--- src/id_pkg.sv ---
package id_pkg;

    localparam int xlen       = 32;
    localparam int reg_addr_w = 5;
    localparam int num_regs   = 32;
    localparam int ecode_w    = 6;

    localparam logic [ecode_w-1:0] ecode_sys = 6'h0b;
    localparam logic [ecode_w-1:0] ecode_brk = 6'h0c;
    localparam logic [ecode_w-1:0] ecode_ine = 6'h0d;

    typedef enum logic [3:0] {
        alu_add, alu_sub, alu_slt, alu_sltu, alu_and, alu_nor,
        alu_or, alu_xor, alu_sll, alu_srl, alu_sra, alu_lui
    } alu_op_e;

    typedef enum logic [3:0] {
        br_none, br_beq, br_bne, br_blt, br_bge, br_bltu, br_bgeu, br_b, br_bl, br_jirl
    } br_kind_e;

    typedef enum logic [1:0] {
        mem_byte, mem_half, mem_word
    } mem_size_e;

    typedef enum logic [2:0] {
        imm_none, imm_si12, imm_ui12, imm_ui5, imm_si20_hi, imm_four
    } imm_kind_e;

    typedef struct packed {
        logic [xlen-1:0] pc;
        logic [xlen-1:0] inst;
    } if_to_id_t;

    typedef struct packed {
        logic                  we;
        logic [reg_addr_w-1:0] waddr;
        logic [xlen-1:0]       wdata;
    } wb_fwd_t;

    typedef struct packed {
        logic                  we;
        logic [reg_addr_w-1:0] waddr;
        logic [xlen-1:0]       wdata;
        logic                  is_load;  // result still waits on memory
    } stage_fwd_t;

    typedef struct packed {
        alu_op_e   alu_op;
        br_kind_e  br_kind;
        imm_kind_e imm_kind;
        logic      src1_is_pc;
        logic      src2_is_imm;
        logic      src2_is_rd;   // stores and compare branches read rd
        logic      need_r1;
        logic      need_r2;
        logic      gr_we;
        logic      dst_is_r1;
        logic      mem_re;
        logic      mem_we;
        mem_size_e mem_size;
        logic      mem_unsigned;
        logic      excp_sys;
        logic      excp_brk;
        logic      excp_ine;
    } ctrl_t;

    typedef struct packed {
        logic            taken;
        logic [xlen-1:0] target;
        logic            stall;
    } br_bus_t;

    typedef struct packed {
        alu_op_e               alu_op;
        logic [xlen-1:0]       alu_src1;
        logic [xlen-1:0]       alu_src2;
        logic [xlen-1:0]       rkd_value;   // store data
        logic                  mem_we;
        logic                  res_from_mem;
        mem_size_e             mem_size;
        logic                  mem_unsigned;
        logic                  rf_we;
        logic [reg_addr_w-1:0] rf_waddr;
        logic [xlen-1:0]       pc;
        logic                  excp_en;
        logic [ecode_w-1:0]    ecode;
    } id_to_ex_t;

endpackage
--- src/id_stage.sv ---
`timescale 1ns/1ps
module id_stage (
    input  logic               clk,
    input  logic               resetn,
    input  logic               in_valid,
    input  id_pkg::if_to_id_t  in_bus,
    input  logic               ex_allowin,
    input  id_pkg::stage_fwd_t ex_bus,
    input  id_pkg::stage_fwd_t mem_bus,
    input  id_pkg::wb_fwd_t    wb_bus,
    output logic               id_allowin,
    output logic               out_valid,
    output id_pkg::id_to_ex_t  out_bus,
    output id_pkg::br_bus_t    br_bus
);
    import id_pkg::*;

    logic                  id_valid;
    logic [xlen-1:0]       inst;
    logic [xlen-1:0]       pc;
    ctrl_t                 ctrl;
    logic [reg_addr_w-1:0] rd;
    logic [reg_addr_w-1:0] rj;
    logic [reg_addr_w-1:0] rk;
    logic [reg_addr_w-1:0] raddr2;
    logic [xlen-1:0]       imm;
    logic [xlen-1:0]       br_offs;
    logic [xlen-1:0]       rf_rdata1;
    logic [xlen-1:0]       rf_rdata2;
    logic [xlen-1:0]       rj_value;
    logic [xlen-1:0]       rkd_value;
    logic                  stall;
    logic                  excp;

    id_stage_reg id_stage_reg_inst (
        .clk        (clk),
        .resetn     (resetn),
        .in_valid   (in_valid),
        .in_bus     (in_bus),
        .ex_allowin (ex_allowin),
        .stall      (stall),
        .br_taken   (br_bus.taken),
        .id_valid   (id_valid),
        .id_allowin (id_allowin),
        .out_valid  (out_valid),
        .inst       (inst),
        .pc         (pc)
    );

    inst_decoder inst_decoder_inst (
        .inst    (inst),
        .ctrl    (ctrl),
        .rd      (rd),
        .rj      (rj),
        .rk      (rk),
        .imm     (imm),
        .br_offs (br_offs)
    );

    assign raddr2 = ctrl.src2_is_rd ? rd : rk;

    regfile regfile_inst (
        .clk    (clk),
        .raddr1 (rj),
        .raddr2 (raddr2),
        .wb     (wb_bus),
        .rdata1 (rf_rdata1),
        .rdata2 (rf_rdata2)
    );

    operand_forward operand_forward_inst (
        .raddr1    (rj),
        .raddr2    (raddr2),
        .need_r1   (ctrl.need_r1),
        .need_r2   (ctrl.need_r2),
        .rdata1    (rf_rdata1),
        .rdata2    (rf_rdata2),
        .ex_bus    (ex_bus),
        .mem_bus   (mem_bus),
        .wb_bus    (wb_bus),
        .rj_value  (rj_value),
        .rkd_value (rkd_value),
        .stall     (stall)
    );

    branch_unit branch_unit_inst (
        .kind       (ctrl.br_kind),
        .pc         (pc),
        .br_offs    (br_offs),
        .rj_value   (rj_value),
        .rkd_value  (rkd_value),
        .id_valid   (id_valid),
        .stall      (stall),
        .ex_allowin (ex_allowin),
        .br_bus     (br_bus)
    );

    assign excp = ctrl.excp_sys | ctrl.excp_brk | ctrl.excp_ine;

    always_comb begin
        out_bus.alu_op       = ctrl.alu_op;
        out_bus.alu_src1     = ctrl.src1_is_pc ? pc : rj_value;
        out_bus.alu_src2     = ctrl.src2_is_imm ? imm : rkd_value;
        out_bus.rkd_value    = rkd_value;
        out_bus.mem_we       = ctrl.mem_we;
        out_bus.res_from_mem = ctrl.mem_re;
        out_bus.mem_size     = ctrl.mem_size;
        out_bus.mem_unsigned = ctrl.mem_unsigned;
        out_bus.rf_we        = ctrl.gr_we & ~excp;
        out_bus.rf_waddr     = ctrl.dst_is_r1 ? reg_addr_w'(1) : rd;  // bl links to r1
        out_bus.pc           = pc;
        out_bus.excp_en      = excp;
        // break beats ine beats syscall
        if (ctrl.excp_brk) begin
            out_bus.ecode = ecode_brk;
        end else if (ctrl.excp_ine) begin
            out_bus.ecode = ecode_ine;
        end else if (ctrl.excp_sys) begin
            out_bus.ecode = ecode_sys;
        end else begin
            out_bus.ecode = '0;
        end
    end

endmodule

--- src/branch_unit.sv ---
`timescale 1ns/1ps
module branch_unit (
    input  id_pkg::br_kind_e        kind,
    input  logic [id_pkg::xlen-1:0] pc,
    input  logic [id_pkg::xlen-1:0] br_offs,
    input  logic [id_pkg::xlen-1:0] rj_value,
    input  logic [id_pkg::xlen-1:0] rkd_value,
    input  logic                    id_valid,
    input  logic                    stall,
    input  logic                    ex_allowin,
    output id_pkg::br_bus_t         br_bus
);
    import id_pkg::*;

    logic eq;
    logic lt;
    logic ltu;
    logic cond;

    assign eq  = rj_value == rkd_value;
    assign lt  = $signed(rj_value) < $signed(rkd_value);
    assign ltu = rj_value < rkd_value;

    always_comb begin
        case (kind)
            br_beq:  cond = eq;
            br_bne:  cond = ~eq;
            br_blt:  cond = lt;
            br_bge:  cond = ~lt;
            br_bltu: cond = ltu;
            br_bgeu: cond = ~ltu;
            br_b, br_bl, br_jirl: cond = 1'b1;
            default: cond = 1'b0;
        endcase
    end

    always_comb begin
        // hold off until operands are final and EX can take the branch
        br_bus.taken  = cond && id_valid && !stall && ex_allowin;
        br_bus.target = (kind == br_jirl) ? rj_value + br_offs : pc + br_offs;
        br_bus.stall  = id_valid && stall && kind != br_none;
    end

endmodule

--- src/operand_forward.sv ---
`timescale 1ns/1ps
module operand_forward (
    input  logic [id_pkg::reg_addr_w-1:0] raddr1,
    input  logic [id_pkg::reg_addr_w-1:0] raddr2,
    input  logic                          need_r1,
    input  logic                          need_r2,
    input  logic [id_pkg::xlen-1:0]       rdata1,
    input  logic [id_pkg::xlen-1:0]       rdata2,
    input  id_pkg::stage_fwd_t            ex_bus,
    input  id_pkg::stage_fwd_t            mem_bus,
    input  id_pkg::wb_fwd_t               wb_bus,
    output logic [id_pkg::xlen-1:0]       rj_value,
    output logic [id_pkg::xlen-1:0]       rkd_value,
    output logic                          stall
);
    import id_pkg::*;

    logic ex_hit1;
    logic ex_hit2;
    logic mem_hit1;
    logic mem_hit2;
    logic wb_hit1;
    logic wb_hit2;

    function automatic logic fwd_hit(input logic [reg_addr_w-1:0] ra, input logic need,
                                     input logic we, input logic [reg_addr_w-1:0] wa);
        return need && we && ra != '0 && ra == wa;
    endfunction

    assign ex_hit1  = fwd_hit(raddr1, need_r1, ex_bus.we, ex_bus.waddr);
    assign ex_hit2  = fwd_hit(raddr2, need_r2, ex_bus.we, ex_bus.waddr);
    assign mem_hit1 = fwd_hit(raddr1, need_r1, mem_bus.we, mem_bus.waddr);
    assign mem_hit2 = fwd_hit(raddr2, need_r2, mem_bus.we, mem_bus.waddr);
    assign wb_hit1  = fwd_hit(raddr1, need_r1, wb_bus.we, wb_bus.waddr);
    assign wb_hit2  = fwd_hit(raddr2, need_r2, wb_bus.we, wb_bus.waddr);

    // youngest producer wins
    assign rj_value  = ex_hit1  ? ex_bus.wdata  :
                       mem_hit1 ? mem_bus.wdata :
                       wb_hit1  ? wb_bus.wdata  : rdata1;
    assign rkd_value = ex_hit2  ? ex_bus.wdata  :
                       mem_hit2 ? mem_bus.wdata :
                       wb_hit2  ? wb_bus.wdata  : rdata2;

    always_comb begin
        stall = ((ex_hit1 | ex_hit2) & ex_bus.is_load)
              | ((mem_hit1 | mem_hit2) & mem_bus.is_load);  // load data not ready yet
    end

endmodule

--- src/regfile.sv ---
`timescale 1ns/1ps
module regfile (
    input  logic                          clk,
    input  logic [id_pkg::reg_addr_w-1:0] raddr1,
    input  logic [id_pkg::reg_addr_w-1:0] raddr2,
    input  id_pkg::wb_fwd_t               wb,
    output logic [id_pkg::xlen-1:0]       rdata1,
    output logic [id_pkg::xlen-1:0]       rdata2
);
    import id_pkg::*;

    logic [xlen-1:0] regs [num_regs];

    always_ff @(posedge clk) begin
        if (wb.we && wb.waddr != '0) begin
            regs[wb.waddr] <= wb.wdata;
        end
    end

    // r0 is hardwired
    assign rdata1 = (raddr1 == '0) ? '0 : regs[raddr1];
    assign rdata2 = (raddr2 == '0) ? '0 : regs[raddr2];

endmodule

--- src/inst_decoder.sv ---
`timescale 1ns/1ps
module inst_decoder (
    input  logic [id_pkg::xlen-1:0]       inst,
    output id_pkg::ctrl_t                 ctrl,
    output logic [id_pkg::reg_addr_w-1:0] rd,
    output logic [id_pkg::reg_addr_w-1:0] rj,
    output logic [id_pkg::reg_addr_w-1:0] rk,
    output logic [id_pkg::xlen-1:0]       imm,
    output logic [id_pkg::xlen-1:0]       br_offs
);
    import id_pkg::*;

    logic      hit;
    logic      is_3r;
    logic      is_ld;
    logic      is_st;
    logic      is_sys;
    logic      is_brk;
    logic      is_pcadd;
    logic      link;
    logic      cond_br;
    alu_op_e   alu;
    imm_kind_e imm_k;
    br_kind_e  br_k;
    mem_size_e msize;
    logic      munsigned;

    assign rd = inst[4:0];
    assign rj = inst[9:5];
    assign rk = inst[14:10];

    always_comb begin
        hit       = 1'b1;
        is_3r     = 1'b0;
        is_ld     = 1'b0;
        is_st     = 1'b0;
        is_sys    = 1'b0;
        is_brk    = 1'b0;
        is_pcadd  = 1'b0;
        alu       = alu_add;
        imm_k     = imm_none;
        br_k      = br_none;
        msize     = mem_word;
        munsigned = 1'b0;
        if (inst[31:20] == 12'h001) begin  // 3R alu group
            is_3r = 1'b1;
            case (inst[19:15])
                5'h00: alu = alu_add;
                5'h02: alu = alu_sub;
                5'h04: alu = alu_slt;
                5'h05: alu = alu_sltu;
                5'h08: alu = alu_nor;
                5'h09: alu = alu_and;
                5'h0a: alu = alu_or;
                5'h0b: alu = alu_xor;
                5'h0e: alu = alu_sll;
                5'h0f: alu = alu_srl;
                5'h10: alu = alu_sra;
                default: hit = 1'b0;
            endcase
        end else if (inst[31:20] == 12'h002) begin
            is_sys = inst[19:15] == 5'h16;
            is_brk = inst[19:15] == 5'h14;
            hit    = is_sys | is_brk;
        end else if (inst[31:20] == 12'h004) begin  // shift by ui5
            imm_k = imm_ui5;
            case (inst[19:15])
                5'h01: alu = alu_sll;
                5'h09: alu = alu_srl;
                5'h11: alu = alu_sra;
                default: hit = 1'b0;
            endcase
        end else if (inst[31:25] == 7'b0000001) begin
            imm_k = inst[24] ? imm_ui12 : imm_si12;  // logic ops zero extend
            case (inst[24:22])
                3'h0: alu = alu_slt;
                3'h1: alu = alu_sltu;
                3'h2: alu = alu_add;
                3'h5: alu = alu_and;
                3'h6: alu = alu_or;
                3'h7: alu = alu_xor;
                default: hit = 1'b0;
            endcase
        end else if (inst[31:25] == 7'b0001010) begin  // lu12i.w
            alu   = alu_lui;
            imm_k = imm_si20_hi;
        end else if (inst[31:25] == 7'b0001110) begin  // pcaddu12i
            is_pcadd = 1'b1;
            imm_k    = imm_si20_hi;
        end else if (inst[31:26] == 6'h0a) begin
            imm_k     = imm_si12;
            is_st     = inst[24];
            is_ld     = ~inst[24];
            munsigned = inst[25];
            case (inst[23:22])
                2'b00: msize = mem_byte;
                2'b01: msize = mem_half;
                2'b10: msize = mem_word;
                default: hit = 1'b0;
            endcase
            if (inst[25] && (inst[24] || inst[23])) begin
                hit = 1'b0;  // only ld.bu and ld.hu are unsigned
            end
        end else begin
            case (inst[31:26])
                6'h13: br_k = br_jirl;
                6'h14: br_k = br_b;
                6'h15: br_k = br_bl;
                6'h16: br_k = br_beq;
                6'h17: br_k = br_bne;
                6'h18: br_k = br_blt;
                6'h19: br_k = br_bge;
                6'h1a: br_k = br_bltu;
                6'h1b: br_k = br_bgeu;
                default: hit = 1'b0;
            endcase
        end
    end

    assign link    = br_k == br_bl || br_k == br_jirl;
    assign cond_br = br_k inside {br_beq, br_bne, br_blt, br_bge, br_bltu, br_bgeu};

    always_comb begin
        ctrl              = '0;
        ctrl.alu_op       = alu;
        ctrl.br_kind      = br_k;
        ctrl.imm_kind     = link ? imm_four : imm_k;  // link value is pc + 4
        ctrl.src1_is_pc   = link || is_pcadd;
        ctrl.src2_is_imm  = ctrl.imm_kind != imm_none;
        ctrl.src2_is_rd   = is_st || cond_br;
        ctrl.need_r1      = hit && (is_3r || cond_br || br_k == br_jirl
                                    || imm_k inside {imm_si12, imm_ui12, imm_ui5});
        ctrl.need_r2      = hit && (is_3r || is_st || cond_br);
        ctrl.gr_we        = hit && !(is_st || cond_br || br_k == br_b);
        ctrl.dst_is_r1    = br_k == br_bl;
        ctrl.mem_re       = hit && is_ld;
        ctrl.mem_we       = hit && is_st;
        ctrl.mem_size     = msize;
        ctrl.mem_unsigned = munsigned;
        ctrl.excp_sys     = is_sys;
        ctrl.excp_brk     = is_brk;
        ctrl.excp_ine     = !hit;
    end

    always_comb begin
        case (ctrl.imm_kind)
            imm_si12:    imm = {{(xlen-12){inst[21]}}, inst[21:10]};
            imm_ui12:    imm = {{(xlen-12){1'b0}}, inst[21:10]};
            imm_ui5:     imm = {{(xlen-5){1'b0}}, inst[14:10]};
            imm_si20_hi: imm = {inst[24:5], 12'b0};
            imm_four:    imm = xlen'(4);
            default:     imm = '0;
        endcase
    end

    // b and bl carry offs26, the rest offs16
    assign br_offs = (br_k == br_b || br_k == br_bl) ?
                     {{(xlen-28){inst[9]}}, inst[9:0], inst[25:10], 2'b0} :
                     {{(xlen-18){inst[25]}}, inst[25:10], 2'b0};

endmodule

--- src/id_stage_reg.sv ---
`timescale 1ns/1ps
module id_stage_reg (
    input  logic                    clk,
    input  logic                    resetn,
    input  logic                    in_valid,
    input  id_pkg::if_to_id_t       in_bus,
    input  logic                    ex_allowin,
    input  logic                    stall,
    input  logic                    br_taken,
    output logic                    id_valid,
    output logic                    id_allowin,
    output logic                    out_valid,
    output logic [id_pkg::xlen-1:0] inst,
    output logic [id_pkg::xlen-1:0] pc
);
    logic ready_go;

    assign ready_go   = ~stall;
    assign out_valid  = id_valid & ready_go;
    // taken branch also frees the slot so the wrong-path fetch is dropped
    assign id_allowin = ~id_valid | (ready_go & ex_allowin) | br_taken;

    always_ff @(posedge clk) begin
        if (!resetn) begin
            id_valid <= 1'b0;
        end else if (br_taken) begin
            id_valid <= 1'b0;
        end else if (id_allowin) begin
            id_valid <= in_valid;
        end
    end

    always_ff @(posedge clk) begin
        if (in_valid && id_allowin) begin
            inst <= in_bus.inst;
            pc   <= in_bus.pc;
        end
    end

    held_under_backpressure: assert property (
        @(posedge clk) disable iff (!resetn)
        out_valid && !ex_allowin |=> $stable(inst) && $stable(pc)
    );

endmodule

--- config.mk ---
export PLATFORM = sky130hd
export DESIGN_NAME = id_stage
export DESIGN_NICKNAME = d
export VERILOG_FILES = /design/src/id_pkg.sv /design/src/id_stage.sv /design/src/branch_unit.sv /design/src/operand_forward.sv /design/src/regfile.sv /design/src/inst_decoder.sv /design/src/id_stage_reg.sv
export SDC_FILE = /design/constraint.sdc
export NUM_CORES = 2
export LEC_CHECK = 0
export BUFFER_PORTS_ARGS = -buffer_cell sky130_fd_sc_hd__buf_4
export CAP_MARGIN = 20
export CORE_UTILIZATION = 58
export CTS_CLUSTER_SIZE = 16
export DETAILED_ROUTE_END_ITERATION = 10
export GPL_ROUTABILITY_DRIVEN = 1
export PLACE_DENSITY = 0.75
export SLEW_MARGIN = 20
export SYNTH_ARGS = -nofsm -noshare
export SYNTH_HDL_FRONTEND = slang
export SYNTH_SLANG_ARGS = --single-unit
--- constraint.sdc ---
create_clock -name clk -period 9.7 [get_ports clk]
set_input_delay 1.94 -clock clk [delete_from_list [all_inputs] [get_ports clk]]
set_output_delay 1.94 -clock clk [all_outputs]
set_load 0.1 [all_outputs]
**Word-level counts from Yosys, hierarchy flattened**

Memory sizes are Yosys's and may differ from the RTL's. A register that Yosys moved wholly into a read port is not among the register bits.
Cells that the tools add are included.

- $add $sub $neg: 2
- Multipliers: 0
- Divide/modulo/power cells: 0
- Magnitude comparators: 2
- Eq/ne operators: 61
- Shift operators: 0
- Muxes and demuxes: 100
- Bitwise gates (word level): 21
- Reductions and logical operators: 64

Operators by type and width:

| cell | number |
|---|---|
| two-way mux 32 bit | 12 |
| one-hot mux 32 bit (5 select lines) | 1 |
| adder 32 bit | 2 |
| less-than comparator 32 bit | 2 |
| two-way mux 4 bit | 15 |
| equality test 6 x 5 -> 1 bit (second input constant) | 9 |
| two-way mux 1 bit | 48 |
| one-hot mux 4 bit (10 select lines) | 1 |
| one-hot mux 4 bit (9 select lines) | 1 |
| equality test 32 bit | 1 |
| logical AND 1 bit | 31 |
| equality test 5 x 4 -> 1 bit (second input constant) | 6 |
| equality test 5 bit | 6 |
| two-way mux 3 bit | 7 |
| equality test 5 bit (second input constant) | 4 |
| equality test 4 x 3 -> 1 bit (second input constant) | 4 |
| two-way mux 2 bit | 8 |
| equality test 3 x 2 -> 1 bit (second input constant) | 5 |
| equality test 3 bit (second input constant) | 5 |
| zero test 5 bit | 3 |
| two-way mux 5 bit | 3 |
| one-hot mux 3 bit (5 select lines) | 1 |
| nonzero test 5 bit | 3 |
| equality test 7 x 4 -> 1 bit (second input constant) | 2 |
| 32 further kinds | 70 |

- Register bits after elaboration: 65
- Latch bits: 0
- RAM bits: 1,024
- Memory bits (read-only): 0
- Input port bits: 184
- Memories: 1

Memories:

| memory | words | bits a word | read ports | clocked after Yosys merged registers in | write ports | RTL line | text |
|---|---|---|---|---|---|---|---|
| regfile_inst.regs | 32 | 32 | 2 | 1 | 1 | regfile.sv:12 | `logic [xlen-1:0] regs [num_regs];` |

**Depth between registers and ports, before layout**

- Depth in word-level cells: 30
- Gate-level depth with buffers: 26
- Gate-level depth less buffers: 23

**Cells and area by module**

A second synthesis with hierarchy kept.

- Cells, all modules: 3,719
- Area, all modules: 57,838.0 µm²

By module, submodules not included:

| module | times used | cells each | area each (µm²) | seq. area each (µm²) |
|---|---|---|---|---|
| regfile | 1 | 2,471 | 47,316.6 | 30,749.5 |
| branch_unit | 1 | 400 | 2,945.3 | 0.0 |
| operand_forward | 1 | 437 | 2,736.4 | 0.0 |
| id_stage_reg | 1 | 75 | 1,999.4 | 1,941.9 |
| inst_decoder | 1 | 244 | 1,592.8 | 0.0 |
| id_stage | 1 | 92 | 1,247.4 | 0.0 |

**Worst setup path after synthesis**

No wires, ideal clock.

- Kind: input port to output port
- Start point: in wb_bus[36] in the netlist's numbering
- End point: out br_bus[30] in the netlist's numbering
- Data arrival time: 7,637 ps
- Data required time: 7,760 ps
- Path slack: 123 ps
- Stages on the path: 22
- Path through: clkbuf_1 -> xor2_1 -> nor4_1 -> nand3_1 -> nor4_1 -> or2_0 -> clkbuf_1 -> buf_2 -> o211ai_1 -> o21ai_0 -> o21ai_1 -> mux2_2 -> ha_1 -> or3_1 -> or4_1 -> o22ai_1 -> o21ai_0 -> a211oi_1 -> o21ai_0 -> a21oi_1 -> o21ai_0 -> xor2_1

RTL lines:

| item | RTL line | text |
|---|---|---|
| start, declared | id_stage.sv:10 | `input id_pkg::wb_fwd_t wb_bus,` |
| end, declared | id_stage.sv:14 | `output id_pkg::br_bus_t br_bus` |

==> summary.md <==
| Metric | Value |
|---|---|
| Inserted Clock Buffers | `between 100 and 150` |
| Initial antenna violation count | `13` |
| Max_cap viols | `0` |
| Drt pass-1 iters | `8` |
| Failing checks | `negative setup slack` |
| Worst Clk Skew | `0.03646 ns` |
| Ys async rst share | `0` |
| Core area | `roughly 100000 um2` |
| Clk root buf | `clkbuf_16` |
| Clock share of power | `0.317` |
| Die ar. | `between 90000 and 100000 um2` |
| Clock buffer depth | `3` |
| H-tree Lvls | `3` |
| WP buf/inv | `4` |
| PwrDens | `around 200 nW/um2` |
| I/O pins | `370` |
| Register area share after synthesis | `0.5745` |
| Total grt overflow | `0` |
| Starting Density | `0.5876` |
| CP max stage cell | `o21ai_0` |
| Kind of cell adding the most delay to the critical path | `compound AO/OA/AOI/OAI gates` |
| Main synth FF type | `edfxtp_1` |
| Setup crit start kind | `flop` |
| Worst-margin pin slew | `approximately 1.3 ns` |
| Gate power share | `0.269` |
| Max Freq | `just over 0.1 GHz` |
| DR vias | `approximately 44000` |
| First-pass GRT wire length | `295.7 mm` |
| Ranking of synthesized cells by area | `edfxtp_1 57%, mux4_2 13%, nand2_1 5.8%` |
| CTS tree | `built` |
| Status | `finished, violations left` |
| Layout area overhead | `14.70%` |
| Num rows | `between 100 and 150` |
| Most common cell type on the critical path | `buf_4` |
| Largest area contributor in the netlist | `edfxtp_1` |
| Total Power | `between 10 and 15 mW` |
| Final setup vio count | `1` |
| Syn Std Cell Area | `~57000 um2` |
| Psw | `around 4.5 mW` |
| RD Place Congestion | `between 1 and 1.5` |
| Net Sw Frac | `0.3433` |
| Die height | `315.7 um` |
| Final WL | `between 200 and 250 mm` |
| Syn Area/Cell | `around 13 um2` |
| Critical path required time | `a little under 8 ns` |
| Gr usage total | `0.4213` |
| Largest net degree at the start of global routing | `123` |
| Vias per cell | `around 7.1` |
| Critical path fanouts, max | `14` |
| Clock-pin slew on the worst setup and hold paths | `about 0.06 ns` |
| Clock latency at the later pin of the worst-skew pair | `between 0.7 and 0.8 ns` |
| Unrepaired setup endpoints after global routing | `no` |
| Top-count cell post-synth | `edfxtp_1` |
| Iter 0 DRT Violations | `between 7000 and 8000` |
| Synthesized instance count | `4417` |
| Post-synth top cells | `1088 x edfxtp_1, 875 x nand2_1, 362 x nand3_1, 320 x mux4_2, 192 x mux2i_1` |
| Total leakage power | `between 20 and 25 nW` |
| Worst VDD drop | `around 180 uV` |
| WS Path Type | `reg -> out` |
| Share of the synthesized area in the top cell type | `0.5724` |
| Number of flops mapped to enable cells by yosys | `between 1000 and 1500` |
| Post-CTS Repair Setup Buffers | `0` |
| Final Worst Setup Slack | `-0.1223 ns` |
| Remaining DRCs | `0` |
| Remaining antenna violation count | `0` |
| DP HPWL | `between 100 and 150 mm` |
| Final #Nets | `between 5000 and 6000` |
| Hold Path Class | `reg -> reg` |
| Crit path DAT | `7.88 ns` |
| Vias in the first global route | `42200` |
| Slowest stage delay, CP | `0.68 ns` |
| Relative slew slack | `0.1280` |
| Pre-CTS setup slack | `0.1995 ns` |
| Sequential Power Share | `0.413` |
| Die width | `approximately 320 um` |
| Cell Chain, Critical Path | `and3b_1, o21a_1, o21ai_1, nand2_2, buf_4, nand3_1, buf_4, o22ai_1, a21oi_1, o221ai_1, o22ai_2, inv_1, ha_1, nand4_1, o21ai_0, a221oi_1, xnor2_1, o22ai_1, and2_1, buf_4` |
| Final Max Tran Viols | `0` |
| Synth cell types | `90` |
| #FFs+latches synth | `roughly 1100` |
| Port Buffers | `approximately 370` |
| Min Clock Period, post-route | `9.822 ns` |
| Critical Path Sink Type | `primary output` |
| Clk sinks | `roughly 1100` |
| Warnings, synthesis | `0` |
| Layout cell share with drive strength beyond 1 | `0.2436` |
| Cell-internal power | `between 8 and 9 mW` |
| Fin. Hold Viols | `0` |
| WL/cell | `~34 um` |
| Final Cycle Share | `1.013` |
## sequential cells by signal, summed over array words and instances, names as in the netlist, named ones only
| signal | cells |
|---|---|
| id_stage_reg_inst.pc | 32 |
| id_stage_reg_inst.id_valid | 1 |
| regfile_inst.regs | 1024 |
| id_stage_reg_inst.inst | 32 |
## cell type report
cell class	instances	area (um2)
sequential	1094	32810
fill	6777	31670
multi-input combinational	2972	23170
timing repair buffer	532	4257
clock buffer	138	2858
tap	1276	1597
clock inverter	63	563.0
inverter	49	183.9
antenna	12	30.03
## power groups by stage
stage	clock network, mW	registers (mW)	logic (mW)
2_1_floorplan	0	5.48	2.29
3_3_place_gp	0	5.47	3.41
3_5_place_dp	0	5.48	3.42
4_1_cts	4.14	5.38	3.43
5_1_grt	4.31	5.38	3.60
6_report	4.14	5.38	3.51
## layer usage
layer,global-route usage,part of all wire
met5,0.01042,0.00083
met4,0.2969,0.082
met3,0.1353,0.15
met2,0.6385,0.45
met1,0.5132,0.32
## path summary, 6_finish.rpt
kind | from | endpoint | slack (ns) | depth (start not counted)
worst max-delay path | id_stage_reg_inst.inst[27]$_DFFE_PP_ | br_bus[33] | -0.12 | 20
worst min-delay path | id_stage_reg_inst.id_valid$_SDFFE_PP0P_ | id_stage_reg_inst.id_valid$_SDFFE_PP0P_ | 0.49 | 2
worst max register to register | id_stage_reg_inst.inst[27]$_DFFE_PP_ | id_stage_reg_inst.id_valid$_SDFFE_PP0P_ | 2.71 | 19
worst min register to register | id_stage_reg_inst.id_valid$_SDFFE_PP0P_ | id_stage_reg_inst.id_valid$_SDFFE_PP0P_ | 0.49 | 2
## layout by cell type, fill, tap and decap left out, types with 63 or more instances in the layout
cell type	instances
ha_1	64
nand4_1	80
nand2_1	872
o21ai_0	69
buf_4	511
nor2_1	143
mux4_2	320
mux2i_1	192
mux2_2	63
clkbuf_16	110
nand3_1	359
edfxtp_1	1088
a21oi_1	132
## tightest hold or removal path, stage by stage (launching register included)
cell and delay [ns]:
dfxtp_1 0.32, nand2_1 0.06, o22ai_1 0.06
## through the flow
stage,hold slack [ns],std cells,TNS (ns),area [um2],utilization
floorplan,0.4558,4450,0,57200,-
global placement,0.4712,5923,0,61970,0.6380
detailed placement,0.4733,5923,0,61970,0.6380
CTS,0.4824,6124,0,65400,0.6732
global route,0.5084,6132,0,65450,0.6738
finish,0.4935,6136,-0.1223,65460,0.6739
## repair_timing
item,in CTS,in global routing
hold buffers,0,0
resized for setup,0,11
endpoints found under the setup margin,0,4
## cells by family after synthesis
| kind of cell | share of synthesized area |
|---|---|
| flip-flops | 0.5745 |
| other | 0.00006570 |
| adder cells (fa/ha/maj) | 0.01438 |
| XOR/XNOR | 0.008747 |
| AO/OA/AOI/OAI | 0.07331 |
| buffers and inverters | 0.02837 |
| AND/OR/NAND/NOR | 0.1272 |
| multiplexers | 0.1734 |
(Power assumes the default switching activity.)
